## src/design/mem_settings.svh

```systemverilog
`ifndef MEM_SETTINGS_SVH
`define MEM_SETTINGS_SVH

`define MEM_ADDR_WIDTH  32  // Byte address.
`define MEM_DATA_WIDTH  32
`define MEM_WORDS       256 // Word index is addr[9:2].

`define MEM_DELAY       5   // Accept edge to ack edge.

// Entries per client queue.
`define MEM_QUEUE_DEPTH 2

`endif

```

## src/design/mem_pkg.sv

```systemverilog
`default_nettype none

`include "mem_settings.svh"

package mem_pkg;

    // One memory access as issued by a client.
    typedef struct packed {
        logic                       write;  // Store when set.
        logic [`MEM_ADDR_WIDTH-1:0] addr;   // Low two bits ignored.
        logic [`MEM_DATA_WIDTH-1:0] data;
    } mem_req_t;

    typedef struct packed {
        logic                       was_write;
        logic [`MEM_DATA_WIDTH-1:0] data;   // Zero for writes.
    } mem_rsp_t;

    typedef enum logic {
        CLIENT_FETCH = 1'b0,
        CLIENT_LSU   = 1'b1
    } client_id_t;

endpackage

`default_nettype wire

```

## src/design/client_port.sv

```systemverilog
`timescale 1ns/1ns
`default_nettype none

module client_port (
    input  wire logic               clk,
    input  wire logic               rst,

    input  wire logic               req_valid,
    input  wire mem_pkg::mem_req_t  req,
    output logic                    req_ready,

    output logic                    head_valid,
    output mem_pkg::mem_req_t       head,
    input  wire logic               pop
);
    import mem_pkg::*;

    localparam int PTR_W = (`MEM_QUEUE_DEPTH > 1) ? $clog2(`MEM_QUEUE_DEPTH) : 1;
    localparam int CNT_W = $clog2(`MEM_QUEUE_DEPTH + 1);
    localparam logic [CNT_W-1:0] FULL = CNT_W'(`MEM_QUEUE_DEPTH);
    localparam logic [PTR_W-1:0] LAST = PTR_W'(`MEM_QUEUE_DEPTH - 1);

    mem_req_t         entries [`MEM_QUEUE_DEPTH];
    logic [PTR_W-1:0] rd_ptr;
    logic [PTR_W-1:0] wr_ptr;
    logic [CNT_W-1:0] used;     // Occupancy.

    logic             push;
    logic             take;

    assign req_ready  = (used != FULL);
    assign head_valid = (used != '0);
    assign head       = entries[rd_ptr];

    assign push = req_valid && req_ready;
    assign take = pop && head_valid;

    always_ff @(posedge clk or posedge rst) begin
        if (rst) begin
            rd_ptr <= '0;
            wr_ptr <= '0;
            used   <= '0;
        end else begin
            if (push) begin
                wr_ptr <= (wr_ptr == LAST) ? '0 : wr_ptr + 1'b1;
            end
            if (take) begin
                rd_ptr <= (rd_ptr == LAST) ? '0 : rd_ptr + 1'b1;
            end
            // Push and pop together leave the count unchanged.
            case ({push, take})
                2'b10:   used <= used + 1'b1;
                2'b01:   used <= used - 1'b1;
                default: used <= used;
            endcase
        end
    end

    always_ff @(posedge clk) begin
        if (push) begin
            entries[wr_ptr] <= req;
        end
    end

endmodule

`default_nettype wire

```

## config.mk

```make
export PLATFORM = sky130hd
export DESIGN_NAME = client_port
export DESIGN_NICKNAME = d
export VERILOG_FILES = /design/src/design/mem_pkg.sv /design/src/design/client_port.sv
export VERILOG_INCLUDE_DIRS = /design/src /design/src/design
export SDC_FILE = /design/constraint.sdc
export NUM_CORES = 1
export LEC_CHECK = 0
export ABC_CLOCK_PERIOD_IN_PS = 4700
export BUFFER_PORTS_ARGS = -buffer_cell sky130_fd_sc_hd__buf_2
export CAP_MARGIN = 25
export CORE_AREA = 8 8 122 124
export CTS_BUF_LIST = sky130_fd_sc_hd__clkbuf_8
export CTS_CLUSTER_DIAMETER = 60
export DETAILED_ROUTE_END_ITERATION = 8
export DIE_AREA = 0 0 130 132
export PLACE_DENSITY = 0.62
export SLEW_MARGIN = 20
export SYNTH_ARGS = -nofsm -noshare
export SYNTH_HDL_FRONTEND = slang
export SYNTH_SLANG_ARGS = --single-unit
```

## constraint.sdc

```tcl
create_clock -name clk -period 4.7 [get_ports clk]
set_input_delay 0.47 -clock clk [delete_from_list [all_inputs] [get_ports clk]]
set_output_delay 0.47 -clock clk [all_outputs]
set_load 0.1 [all_outputs]
```

==> flow_summary.toml <==
[logic_synthesis]
avgSynthCellArea_um2 = 23.0
yosys_register_bits = 134
syn_nets = 290
syn_area_um2 = 5050
synth.area.top_cells = "edfxtp_1 (77%), mux2_4 (12%), mux2_2 (5.6%), dfrtp_1 (2.0%), buf_6 (1.1%)"
synth_cell_types = 16
yosysSeqAreaShare_pct = 79.3
ys_warn_count = 0
postSynthCellCount = 220
synth.top_cell.area_share_pct = 77.3
synth_top_cell_by_area = "edfxtp_1"

[setup_path]
crit_buf_inv = 2
crit_type = "flop to output port"
endpoint_kind = "output port"
crit_path_cell_trace = "buf_12 -> mux2_2 -> buf_2"
rr_endpoint = "entries[0][60]"
cp_max_fo = 40
slowest_delay_ns = 0.87
cpMaxStageDelayCell = "dfrtp_4"
cp_data_required_time_ns = 4.23
r2r-start = "used[0]"
startpoint_type = "flop"
rrSetupSlack_ns = 2.48
cp.arrival_ns = 2.27
critPathTopFamily = "flip-flops"
r2r_cells = 4

[cts]
cts.path.max_buffers = 2
numCtsBuffers = 17
insertion_delay_ns = 0.42
cts_setup_buffers = 0
htree_levels = 4
cts_tree = "done"
cts.clk_slew.worst_paths_ns = 0.07
cts_sinks = 134
root_buffer = "clkbuf_8"

[grt]
grt_pass1_wl_um = 14600
antenna_found_initial = 0
grt_start_max_net_pins = 66
overflow = 0
grt.total_usage_pct = 11.5
grt_pass1_vias = 2842

[timing]
hold_violations = 0
finalSetupTns_ns = 0
fin_crit_sh_pct = 58.2
fin_crit_ns = 2.74
hold_ws_ns = 0.233
maxSlewViolCount = 0
fmax_mhz = 365
setup_ws_ns = 1.96
worst_slew_pin_slew_ns = 0.975
final-setup-viol-count = 0
fin_skew_ns = 0.00650
slew_headroom_pct = 35.0
grt_setup_unrepaired = "no"

[drt]
drtPass1Iterations = 4
drc = 0
vias_per_cell = 4.52
wl_per_cell_um = 16.8
vias = 2515
wirelength_um = 9380
antenna_left = 0
drt_iter0_drc = 116

[placement]
dp.cells = 527
dp_hpwl_um = 6310
place.gp.congestion = 0.651
place_ws_ns = 2.35
port_buffers = 135

[final_layout]
areaGrowthSynthToFinish_pct = 23.8
drive_above_1_share_pct = 60.1
antenna_cells = 0
fillers = 1158
fin_nets = 441
layout_common_cells = "buf_2 (135), edfxtp_1 (130), mux2_4 (40), mux2_2 (25), clkbuf_8 (17)"
final_common_cell = "buf_2"
post_layout_nonfiller_instances = 557

[floorplan]
die_h_um = 132
dieArea_um2 = 17200
core_area_um2 = 13000
fp-row-count = 42
io_pins = 136
start_util_pct = 38.9
fp.dieW_um = 130

[hold_path]
holdPathEnd = "entries[0][36]"
worstHoldStart = "req[36]"
holdPathStages = 1
hold_class = "input pin to flop"

[status]
status = "complete, no violations"

[job]
max_cap_violations = 0
==> logic make-up after synthesis <==
group                    synth area share, %
multiplexers                            17.5
AND/OR/NAND/NOR                        0.768
adder cells (fa/ha/maj)                0.248
flip-flops                              79.3
XOR/XNOR                               0.867
buffers and inverters                   1.39
==> cell type report <==
cell class	count	area, µm²	share of cell area [%]
Timing Repair Buffer	139	721	11.5
Clock inverter	12	78.8	1.26
Clock buffer	17	234	3.74
Tap cell	176	220	3.52
Inverter	1	3.75	0.0600
Sequential cell	134	4010	64.1
Multi-Input combinational cell	78	990	15.8
==> metal layers <==
metal / vias to the layer above / global-route usage [%] / share of wire [%]
met5: - / 0 / 0
met4: 0 / 6.00 / 1.5
met3: 11 / 4.45 / 7.3
met2: 92 / 18.7 / 50
met1: 1248 / 12.6 / 41
li1: 1164 / - / -
==> registers in the layout, summed over array words and instances (netlist names) <==
register / flops
entries: 130
used: 2
rd_ptr: 1
wr_ptr: 1
==> what timing repair did <==
item | in CTS | in global routing
hold buffers | 1 | 0
resized for setup | 0 | 0
hold endpoints to repair | 4 | 0
setup endpoints to repair | 0 | 0
==> cell usage after synthesis <==
library cell  number
and2_4             1
and3_1             1
buf_2              2
buf_6              5
dfrtp_1            4
edfxtp_1         130
ha_1               1
inv_1              1
mux2_2            25
mux2_4            40
nand2_1            1
nand2b_1           1
nor2_1             2
or2_1              1
xnor2_1            3
xor2_1             2
==> worst max path at each step <==
stage / slack [ns] / end / from / depth (start not counted)
global route: 1.83 / head[64] / rd_ptr / 3
floorplan: 1.07 / entries[0][0] / used[0] / 3
CTS: 1.86 / head[64] / rd_ptr / 3
global placement: 2.25 / head[39] / rd_ptr / 2
detailed placement: 2.35 / head[64] / rd_ptr / 3
finish: 1.96 / head[64] / rd_ptr / 3
==> metrics by stage <==
stage / utilization [%] / cell area [µm²]
after floorplan: - / 5050
after global placement: 45.5 / 5910
after detailed placement: 45.7 / 5930
after CTS: 48.2 / 6250
after global routing: 48.2 / 6250
final: 48.2 / 6250
==> worst reg2reg max path, cell delays in order (launching register included) <==
cell and delay [ns]:
dfrtp_1 0.40, nand2b_1 0.19, nand2_1 0.16, nor2_4 0.73
buf_4 0.43
Power is not shown: default switching activity piles up to over one toggle a cycle in this logic, so the estimate is an artifact.
