===== src/design/mem_settings.svh =====
`ifndef MEM_SETTINGS_SVH
`define MEM_SETTINGS_SVH

`define MEM_ADDR_WIDTH  32  // Byte address.
`define MEM_DATA_WIDTH  32
`define MEM_WORDS       256 // Word index is addr[9:2].

`define MEM_DELAY       5   // Accept edge to ack edge.

// Entries per client queue.
`define MEM_QUEUE_DEPTH 2

`endif


===== src/design/mem_pkg.sv =====
`default_nettype none

`include "mem_settings.svh"

package mem_pkg;

    // One memory access as issued by a client.
    typedef struct packed {
        logic                       write;  // Store when set.
        logic [`MEM_ADDR_WIDTH-1:0] addr;   // Low two bits ignored.
        logic [`MEM_DATA_WIDTH-1:0] data;
    } mem_req_t;

    typedef struct packed {
        logic                       was_write;
        logic [`MEM_DATA_WIDTH-1:0] data;   // Zero for writes.
    } mem_rsp_t;

    typedef enum logic {
        CLIENT_FETCH = 1'b0,
        CLIENT_LSU   = 1'b1
    } client_id_t;

endpackage

`default_nettype wire


===== src/design/mem_arbiter.sv =====
`timescale 1ns/1ns
`default_nettype none

module mem_arbiter (
    input  wire logic                       clk,
    input  wire logic                       rst,

    input  wire logic                       fetch_head_valid,
    input  wire mem_pkg::mem_req_t          fetch_head,
    output logic                            fetch_pop,

    input  wire logic                       lsu_head_valid,
    input  wire mem_pkg::mem_req_t          lsu_head,
    output logic                            lsu_pop,

    output logic                            issue,
    output mem_pkg::mem_req_t               issue_req,
    input  wire logic                       busy,
    input  wire logic                       ack,
    input  wire logic [`MEM_DATA_WIDTH-1:0] rd_data,

    output logic                            fetch_rsp_valid,
    output logic                            lsu_rsp_valid,
    output mem_pkg::mem_rsp_t               rsp
);
    import mem_pkg::*;

    client_id_t priority_q;     // Wins when both heads are valid.
    client_id_t grant;
    client_id_t owner_q;
    logic       was_write_q;
    logic       issued_q;
    logic       can_issue;

    // The memory needs a cycle to raise busy after it accepts.
    assign can_issue = !busy && !ack && !issued_q;

    always_comb begin
        grant = priority_q;
        if (fetch_head_valid && !lsu_head_valid) begin
            grant = CLIENT_FETCH;
        end else if (lsu_head_valid && !fetch_head_valid) begin
            grant = CLIENT_LSU;
        end
    end

    assign issue     = can_issue && (fetch_head_valid || lsu_head_valid);
    assign issue_req = (grant == CLIENT_FETCH) ? fetch_head : lsu_head;
    assign fetch_pop = issue && (grant == CLIENT_FETCH);
    assign lsu_pop   = issue && (grant == CLIENT_LSU);

    always_ff @(posedge clk or posedge rst) begin
        if (rst) begin
            priority_q <= CLIENT_FETCH;
            issued_q   <= 1'b0;
        end else begin
            issued_q <= issue;
            if (issue) begin
                // Other client goes first next time.
                priority_q <= (grant == CLIENT_FETCH) ? CLIENT_LSU : CLIENT_FETCH;
            end
        end
    end

    // Only one access is outstanding, so one owner record is enough.
    always_ff @(posedge clk) begin
        if (issue) begin
            owner_q     <= grant;
            was_write_q <= issue_req.write;
        end
    end

    assign fetch_rsp_valid = ack && (owner_q == CLIENT_FETCH);
    assign lsu_rsp_valid   = ack && (owner_q == CLIENT_LSU);

    assign rsp = '{was_write: was_write_q, data: rd_data};

endmodule

`default_nettype wire


===== config.mk =====
export PLATFORM = sky130hd
export DESIGN_NAME = mem_arbiter
export DESIGN_NICKNAME = d
export VERILOG_FILES = /design/src/design/mem_pkg.sv /design/src/design/mem_arbiter.sv
export VERILOG_INCLUDE_DIRS = /design/src /design/src/design
export SDC_FILE = /design/constraint.sdc
export NUM_CORES = 1
export LEC_CHECK = 0
export BUFFER_PORTS_ARGS = -buffer_cell sky130_fd_sc_hd__buf_4
export CELL_PAD_IN_SITES_DETAIL_PLACEMENT = 1
export CELL_PAD_IN_SITES_GLOBAL_PLACEMENT = 1
export CORE_AREA = 2 2 105 107
export DETAILED_ROUTE_END_ITERATION = 7
export DIE_AREA = 0 0 107 109
export PLACE_DENSITY = 0.74
export SLEW_MARGIN = 25
export SYNTH_ARGS = -nofsm -noshare
export SYNTH_HDL_FRONTEND = slang
export SYNTH_SLANG_ARGS = --single-unit

===== constraint.sdc =====
create_clock -name clk -period 2.89 [get_ports clk]
set_clock_uncertainty 0.05 [all_clocks]
set_input_delay 0.289 -clock clk [delete_from_list [all_inputs] [get_ports clk]]
set_output_delay 0.289 -clock clk [all_outputs]
set_load 0.01 [all_outputs]

==> results of run 1 <==
-- report_power, final --
part            total, W  switching (W)  internal [W]  leakage [nW]
clock network   0.000126      0.0000315     0.0000944        0.0228
registers      0.0000763     0.00000816     0.0000682        0.0428
logic           0.000806       0.000295      0.000510          1.46
-- placed cells by master (no fill, tap or decap), drive strengths merged --
cell type / instances
edfxtp: 2
buf: 208
clkbuf: 4
nand2: 1
a21oi: 2
nand2b: 2
nor3: 1
o21a: 1
dfrtp: 2
nor2b: 2
inv: 2
and3: 2
and2: 1
a31oi: 1
dlygate4sd3: 1
mux2: 65
-- logic make-up (layout without fill, tap and decap cells) --
group                  count (synthesis)  after routing  share of synthesized area
AOI/OAI and AO/OA                      4              4                     0.0198
buffers and inverters                 42            215                      0.231
DFF                                    4              4                     0.0792
muxes                                 65             65                      0.632
and+or+nand+nor                        9              9                     0.0378
-- cells in the mapped netlist, drive strengths merged --
cell type | instances | share of area
nand2b | 2 | 0.0090
o21a | 1 | 0.0054
a21oi | 2 | 0.0099
inv | 2 | 0.0054
edfxtp | 2 | 0.043
dfrtp | 2 | 0.036
nand2 | 1 | 0.0027
nor2b | 2 | 0.0090
and2 | 1 | 0.0045
mux2 | 65 | 0.63
and3 | 2 | 0.0090
a31oi | 1 | 0.0045
nor3 | 1 | 0.0036
buf | 40 | 0.23
-- registers in the layout, summed over array words and instances (netlist names) --
name	count
was_write_q	1
issued_q	1
priority_q	1
owner_q	1
-- routing by layer --
layer / wire length, µm / share of wire / global-route usage
met1: 1890 / 0.32 / 0.0847
met2: 3300 / 0.56 / 0.182
met3: 760 / 0.13 / 0.0317
met4: 0 / 0 / 0.00557
met5: 0 / 0 / 0
-- final cells by class --
class	instances	area, µm²	share of cell area
Clock buffer	4	45.0	0.0157
Inverter	2	7.51	0.00261
Multi-Input combinational cell	78	966	0.336
Sequential cell	4	110	0.0383
Tap cell	140	175	0.0609
Timing Repair Buffer	209	1570	0.547
-- worst max-delay path: stages, from the launching register on --
cell	delay, ns
dfrtp_1	0.43
a21oi_4	0.15
buf_4	0.47
mux2_2	0.41
buf_4	0.14
-- through the flow --
step                utilization  total power [W]
finish                    0.271          0.00101
global route              0.271          0.00107
CTS                       0.271          0.00102
detailed placement        0.266         0.000893
global placement          0.266         0.000876
floorplan                     -         0.000567
-- final timing paths --
path / to / from / slack [ns]
setup / recovery: issue_req[3] / priority_q / 0.70
hold / removal: priority_q / lsu_head_valid / 0.26
setup reg to reg: was_write_q / priority_q / 1.11
hold reg to reg: priority_q / priority_q / 0.55
max in group asynchronous: issued_q / rst / 2.23
min in group asynchronous: priority_q / rst / 0.45
==> flow_metrics.py, run 1 <==
metrics = {
    "run_status": {
        "outcome": "finished clean",
    },
    "route": {
        "vias": 1594,
        "ant_nets": 0,
        "drt_iter0_markers": 23,
        "drt_pass1_iterations": 4,
        "viasPerCell": 3.65,
        "wire_per_inst_um": 13.6,
        "routed_wl_um": 5950,
        "drc": 0,
    },
    "hold_path": {
        "holdPathStages": 2,
        "hold_path_class": "primary input to flop",
    },
    "sta": {
        "setup_tns_ns": 0,
        "rsz0062_at_grt": "false",
        "postLayoutSetupSlackWorst_ns": 0.699,
        "post-route-min-period_ns": 2.19,
        "relSlewSlack": 0.631,
        "fmax_mhz": 456,
        "holdWs_ns": 0.262,
        "hold_violations": 0,
        "setup_viol": 0,
        "max_slew.worst_pin.slew_ns": 0.553,
        "slew_viol_final": 0,
        "finalCritPeriodShare": 0.758,
    },
    "floorplanning": {
        "fp.dieH_um": 109,
        "dieArea_mm2": 0.0117,
        "start_util": 0.131,
        "die_w_um": 107,
        "fp-row-count": 38,
        "core-area_mm2": 0.0106,
        "io-pin-count": 271,
    },
    "critical_path": {
        "cp-start-kind": "flop",
        "rr_worst_depth": 3,
        "crit_path_max_fanout": 32,
        "criticalPathCategory": "flop to output port",
        "cp.arrival_ns": 1.85,
        "crit_required_ns": 2.55,
        "endpoint_kind": "output port",
    },
    "grt": {
        "grt_antenna_before_repair": 0,
        "grt_util_all_layers": 0.0872,
        "grt_overflow": 0,
        "grt_first_pass_wirelength_um": 8270,
        "grt_max_degree": 35,
        "grt_pass1_vias": 1668,
    },
    "cells_and_area": {
        "drive_above_1_share": 0.933,
        "stdcell_area_mm2": 0.00288,
        "nets": 466,
        "antenna_cells": 0,
        "fill_cells": 1258,
        "syn_to_final_growth_pct": 107,
        "layout.cells.non_filler": 437,
    },
    "yosys": {
        "synthesis.area_mm2": 0.00139,
        "syn-num-nets": 292,
        "yosys_warnings": 0,
        "synth_seq_cells": 4,
        "seq_area_frac_synth": 0.0792,
        "syn_inst": 124,
        "avgSynthCellArea_um2": 11.2,
        "synth_cell_types": 18,
    },
    "power": {
        "power_leakage_nw": 1.53,
        "ir_worst_vdd_uv": 274,
        "p_per_area_mw_per_mm2": 350,
    },
    "placed_design": {
        "postPlaceCellArea_mm2": 0.00282,
        "port_buffers": 206,
        "place_worst_setup_slack_ns": 0.741,
        "dp_hpwl_um": 5270,
        "globalplace.congestion": 0.639,
        "post-place-cells": 432,
    },
    "clocking": {
        "cts_tree": "built",
        "htree_levels": 1,
        "clk_latency_ns": 0.21,
        "cts_inserted_buffers": 3,
        "cts-resized-gates": 0,
        "ctsHoldBuffers": 1,
        "cts.sinks": 4,
        "clockRootBuffer": "clkbuf_8",
        "cts_setup_buffers": 0,
        "path_clk_slew_ns": 0.03,
        "cts.path.max_buffers": 2,
    },
    "run": {
        "drv_cap": 0,
    },
}
Power figures use the tool's default switching activity.
==> run 2: changes to the inputs <==
--- a/config.mk
+++ b/config.mk
@@ -9,10 +9,10 @@
 export BUFFER_PORTS_ARGS = -buffer_cell sky130_fd_sc_hd__buf_4
 export CELL_PAD_IN_SITES_DETAIL_PLACEMENT = 1
 export CELL_PAD_IN_SITES_GLOBAL_PLACEMENT = 1
-export CORE_AREA = 2 2 105 107
+export CORE_MARGIN = 2
+export CORE_UTILIZATION = 13
 export DETAILED_ROUTE_END_ITERATION = 7
-export DIE_AREA = 0 0 107 109
-export PLACE_DENSITY = 0.74
+export PLACE_DENSITY = 0.76
 export SLEW_MARGIN = 25
 export SYNTH_ARGS = -nofsm -noshare
 export SYNTH_HDL_FRONTEND = slang
==> constraint.sdc (replaced) <==
create_clock -name clk -period 1.9 [get_ports clk]
set_clock_uncertainty 0.05 [all_clocks]
set_input_delay 0.19 -clock clk [delete_from_list [all_inputs] [get_ports clk]]
set_output_delay 0.19 -clock clk [all_outputs]
set_load 0.01 [all_outputs]
==> run 2 against run 1 <==
Total power grew 70%; combinational power grew 75%; via count grew 2.6%; first-iteration DRC count grew 17%; final area grew 5.7%; sequential power grew 47%; non-clock buffer count grew 8; register-to-register slack lost 0.72 ns; die area shrank 1.1%; flip-flop and latch count is the same; global-route usage grew 0.47 points; final cell count grew 0.92%; critical path type unchanged.
==> flow_metrics.py, run 2 (same netlist as run 1, synthesis figures left out) <==
metrics = {
    "run_status": {
        "outcome": "finished clean",
    },
    "cells_and_area": {
        "drive_above_1_share": 0.938,
        "nets": 474,
        "multiInputGateArea_um2": 966,
        "mostFrequentLayoutCell": "buf_4",
        "layout_common_cells": "buf_4, mux2_4, mux2_2",
        "fill_cells": 1238,
        "antenna_cells": 0,
        "regArea_um2": 111,
        "syn_to_final_growth_pct": 119,
    },
    "clocking": {
        "clockRootBuffer": "clkbuf_8",
        "cts_tree": "built",
        "cts_inserted_buffers": 3,
        "cts.sinks": 4,
        "clk_latency_ns": 0.22,
        "cts.path.max_buffers": 2,
        "path_clk_slew_ns": 0.03,
        "htree_levels": 1,
    },
    "route": {
        "drt_iter0_markers": 27,
        "vias": 1635,
        "wire_per_inst_um": 15.3,
        "ant_nets": 0,
        "routed_wl_um": 6740,
        "viasPerCell": 3.71,
        "drt_pass1_iterations": 4,
        "drc": 0,
    },
    "grt": {
        "grt_antenna_before_repair": 0,
        "grt_pass1_vias": 1707,
        "grt_overflow": 0,
        "grt_max_degree": 33,
        "grt_first_pass_wirelength_um": 8540,
        "grt_util_all_layers": 0.0919,
    },
    "floorplanning": {
        "start_util": 0.134,
        "io-pin-count": 271,
        "dieArea_mm2": 0.0115,
        "fp.dieH_um": 107,
        "fp-row-count": 37,
        "core-area_mm2": 0.0104,
        "die_w_um": 107,
    },
    "critical_path": {
        "rr_worst_depth": 4,
        "crit_required_ns": 1.66,
        "r2r-end": "was_write_q",
        "rrSetupSlack_ns": 0.39,
        "crit_path_max_fanout": 17,
        "endpoint_kind": "output port",
        "r2r_start": "priority_q",
        "cp.arrival_ns": 1.57,
        "criticalPathCategory": "flop to output port",
        "cp-start-kind": "flop",
    },
    "hold_path": {
        "hold_start": "lsu_head_valid",
        "whs_endpoint": "priority_q",
        "hold_path_class": "primary input to flop",
        "holdPathStages": 2,
    },
    "sta": {
        "setup_viol": 0,
        "fmax_mhz": 551,
        "relSlewSlack": 0.695,
        "hold_violations": 0,
        "max_slew.worst_pin.slew_ns": 0.454,
        "post-route-min-period_ns": 1.81,
        "rsz0062_at_grt": "false",
        "setup_tns_ns": 0,
        "slew_viol_final": 0,
        "finalCritPeriodShare": 0.955,
    },
    "power": {
        "p_total_w": 0.00172,
        "p_per_area_mw_per_mm2": 565,
        "ir_worst_vdd_uv": 289,
        "power_leakage_nw": 1.61,
    },
    "run": {
        "drv_cap": 0,
    },
    "placed_design": {
        "globalplace.congestion": 0.679,
        "dp_hpwl_um": 5260,
        "port_buffers": 206,
    },
}
[run 2: changes by cell type in the layout (fill, tap and decap cells not counted), sizes merged]
cell	change
buf	+5
clkbuf	+3
[run 2: cell type report]
cell class | count | share of cell area
inverters | 2 | 0.00247
repair buffers | 217 | 0.572
multi-input cells | 78 | 0.318
clock buffers | 4 | 0.0148
flip-flops and latches | 4 | 0.0366
well taps | 136 | 0.0560
[run 2: critical path, stage by stage, from the launching register on]
cell and delay (ns):
dfrtp_2 0.41, a21oi_4 0.15, buf_6 0.16, buf_16 0.18
mux2_4 0.31, buf_4 0.14
[run 2: through the flow]
step           cell area (µm²)  std cells  worst slack [ns]  utilization  hold slack (ns)
2_1_floorplan             1390        124             0.452            -           -0.119
3_3_place_gp              2840        428             0.141        0.274          0.00379
3_5_place_dp              2840        428             0.113        0.274          0.00698
4_1_cts                   2940        436           -0.0324        0.283            0.151
5_1_grt                   3040        441            0.0147        0.293            0.164
6_report                  3040        441            0.0860        0.293            0.154
[run 2: what timing repair did]
item	in CTS	in global routing
buffers inserted	2	1
hold endpoints to repair	2	0
gates cloned	1	4
hold buffers	1	0
endpoints found under the setup margin	32	65
pin swaps	1	1
resized for setup	2	2
[run 2: power by group]
part           switching [W]  internal (W)  leakage (nW)
combinational       0.000505      0.000908          1.54
sequential        0.00000728      0.000105        0.0419
clock              0.0000483      0.000144        0.0228
[run 2: metal layers]
layer  routed length (µm)  track usage
met4                    2       0.0128
met1                 2380       0.0944
met2                 3520        0.181
met3                  840       0.0327
met5                    0            0
[run 2: worst max path at each step]
stage / from / to / slack [ns] / cells past startpoint
3_3_place_gp: lsu_head_valid / issue_req[4] / 0.14 / 6
6_report: priority_q / issue_req[48] / 0.09 / 5
4_1_cts: priority_q / issue_req[64] / -0.03 / 5
2_1_floorplan: priority_q / issue_req[25] / 0.45 / 4
3_5_place_dp: lsu_head_valid / issue_req[4] / 0.11 / 6
5_1_grt: priority_q / issue_req[9] / 0.01 / 5
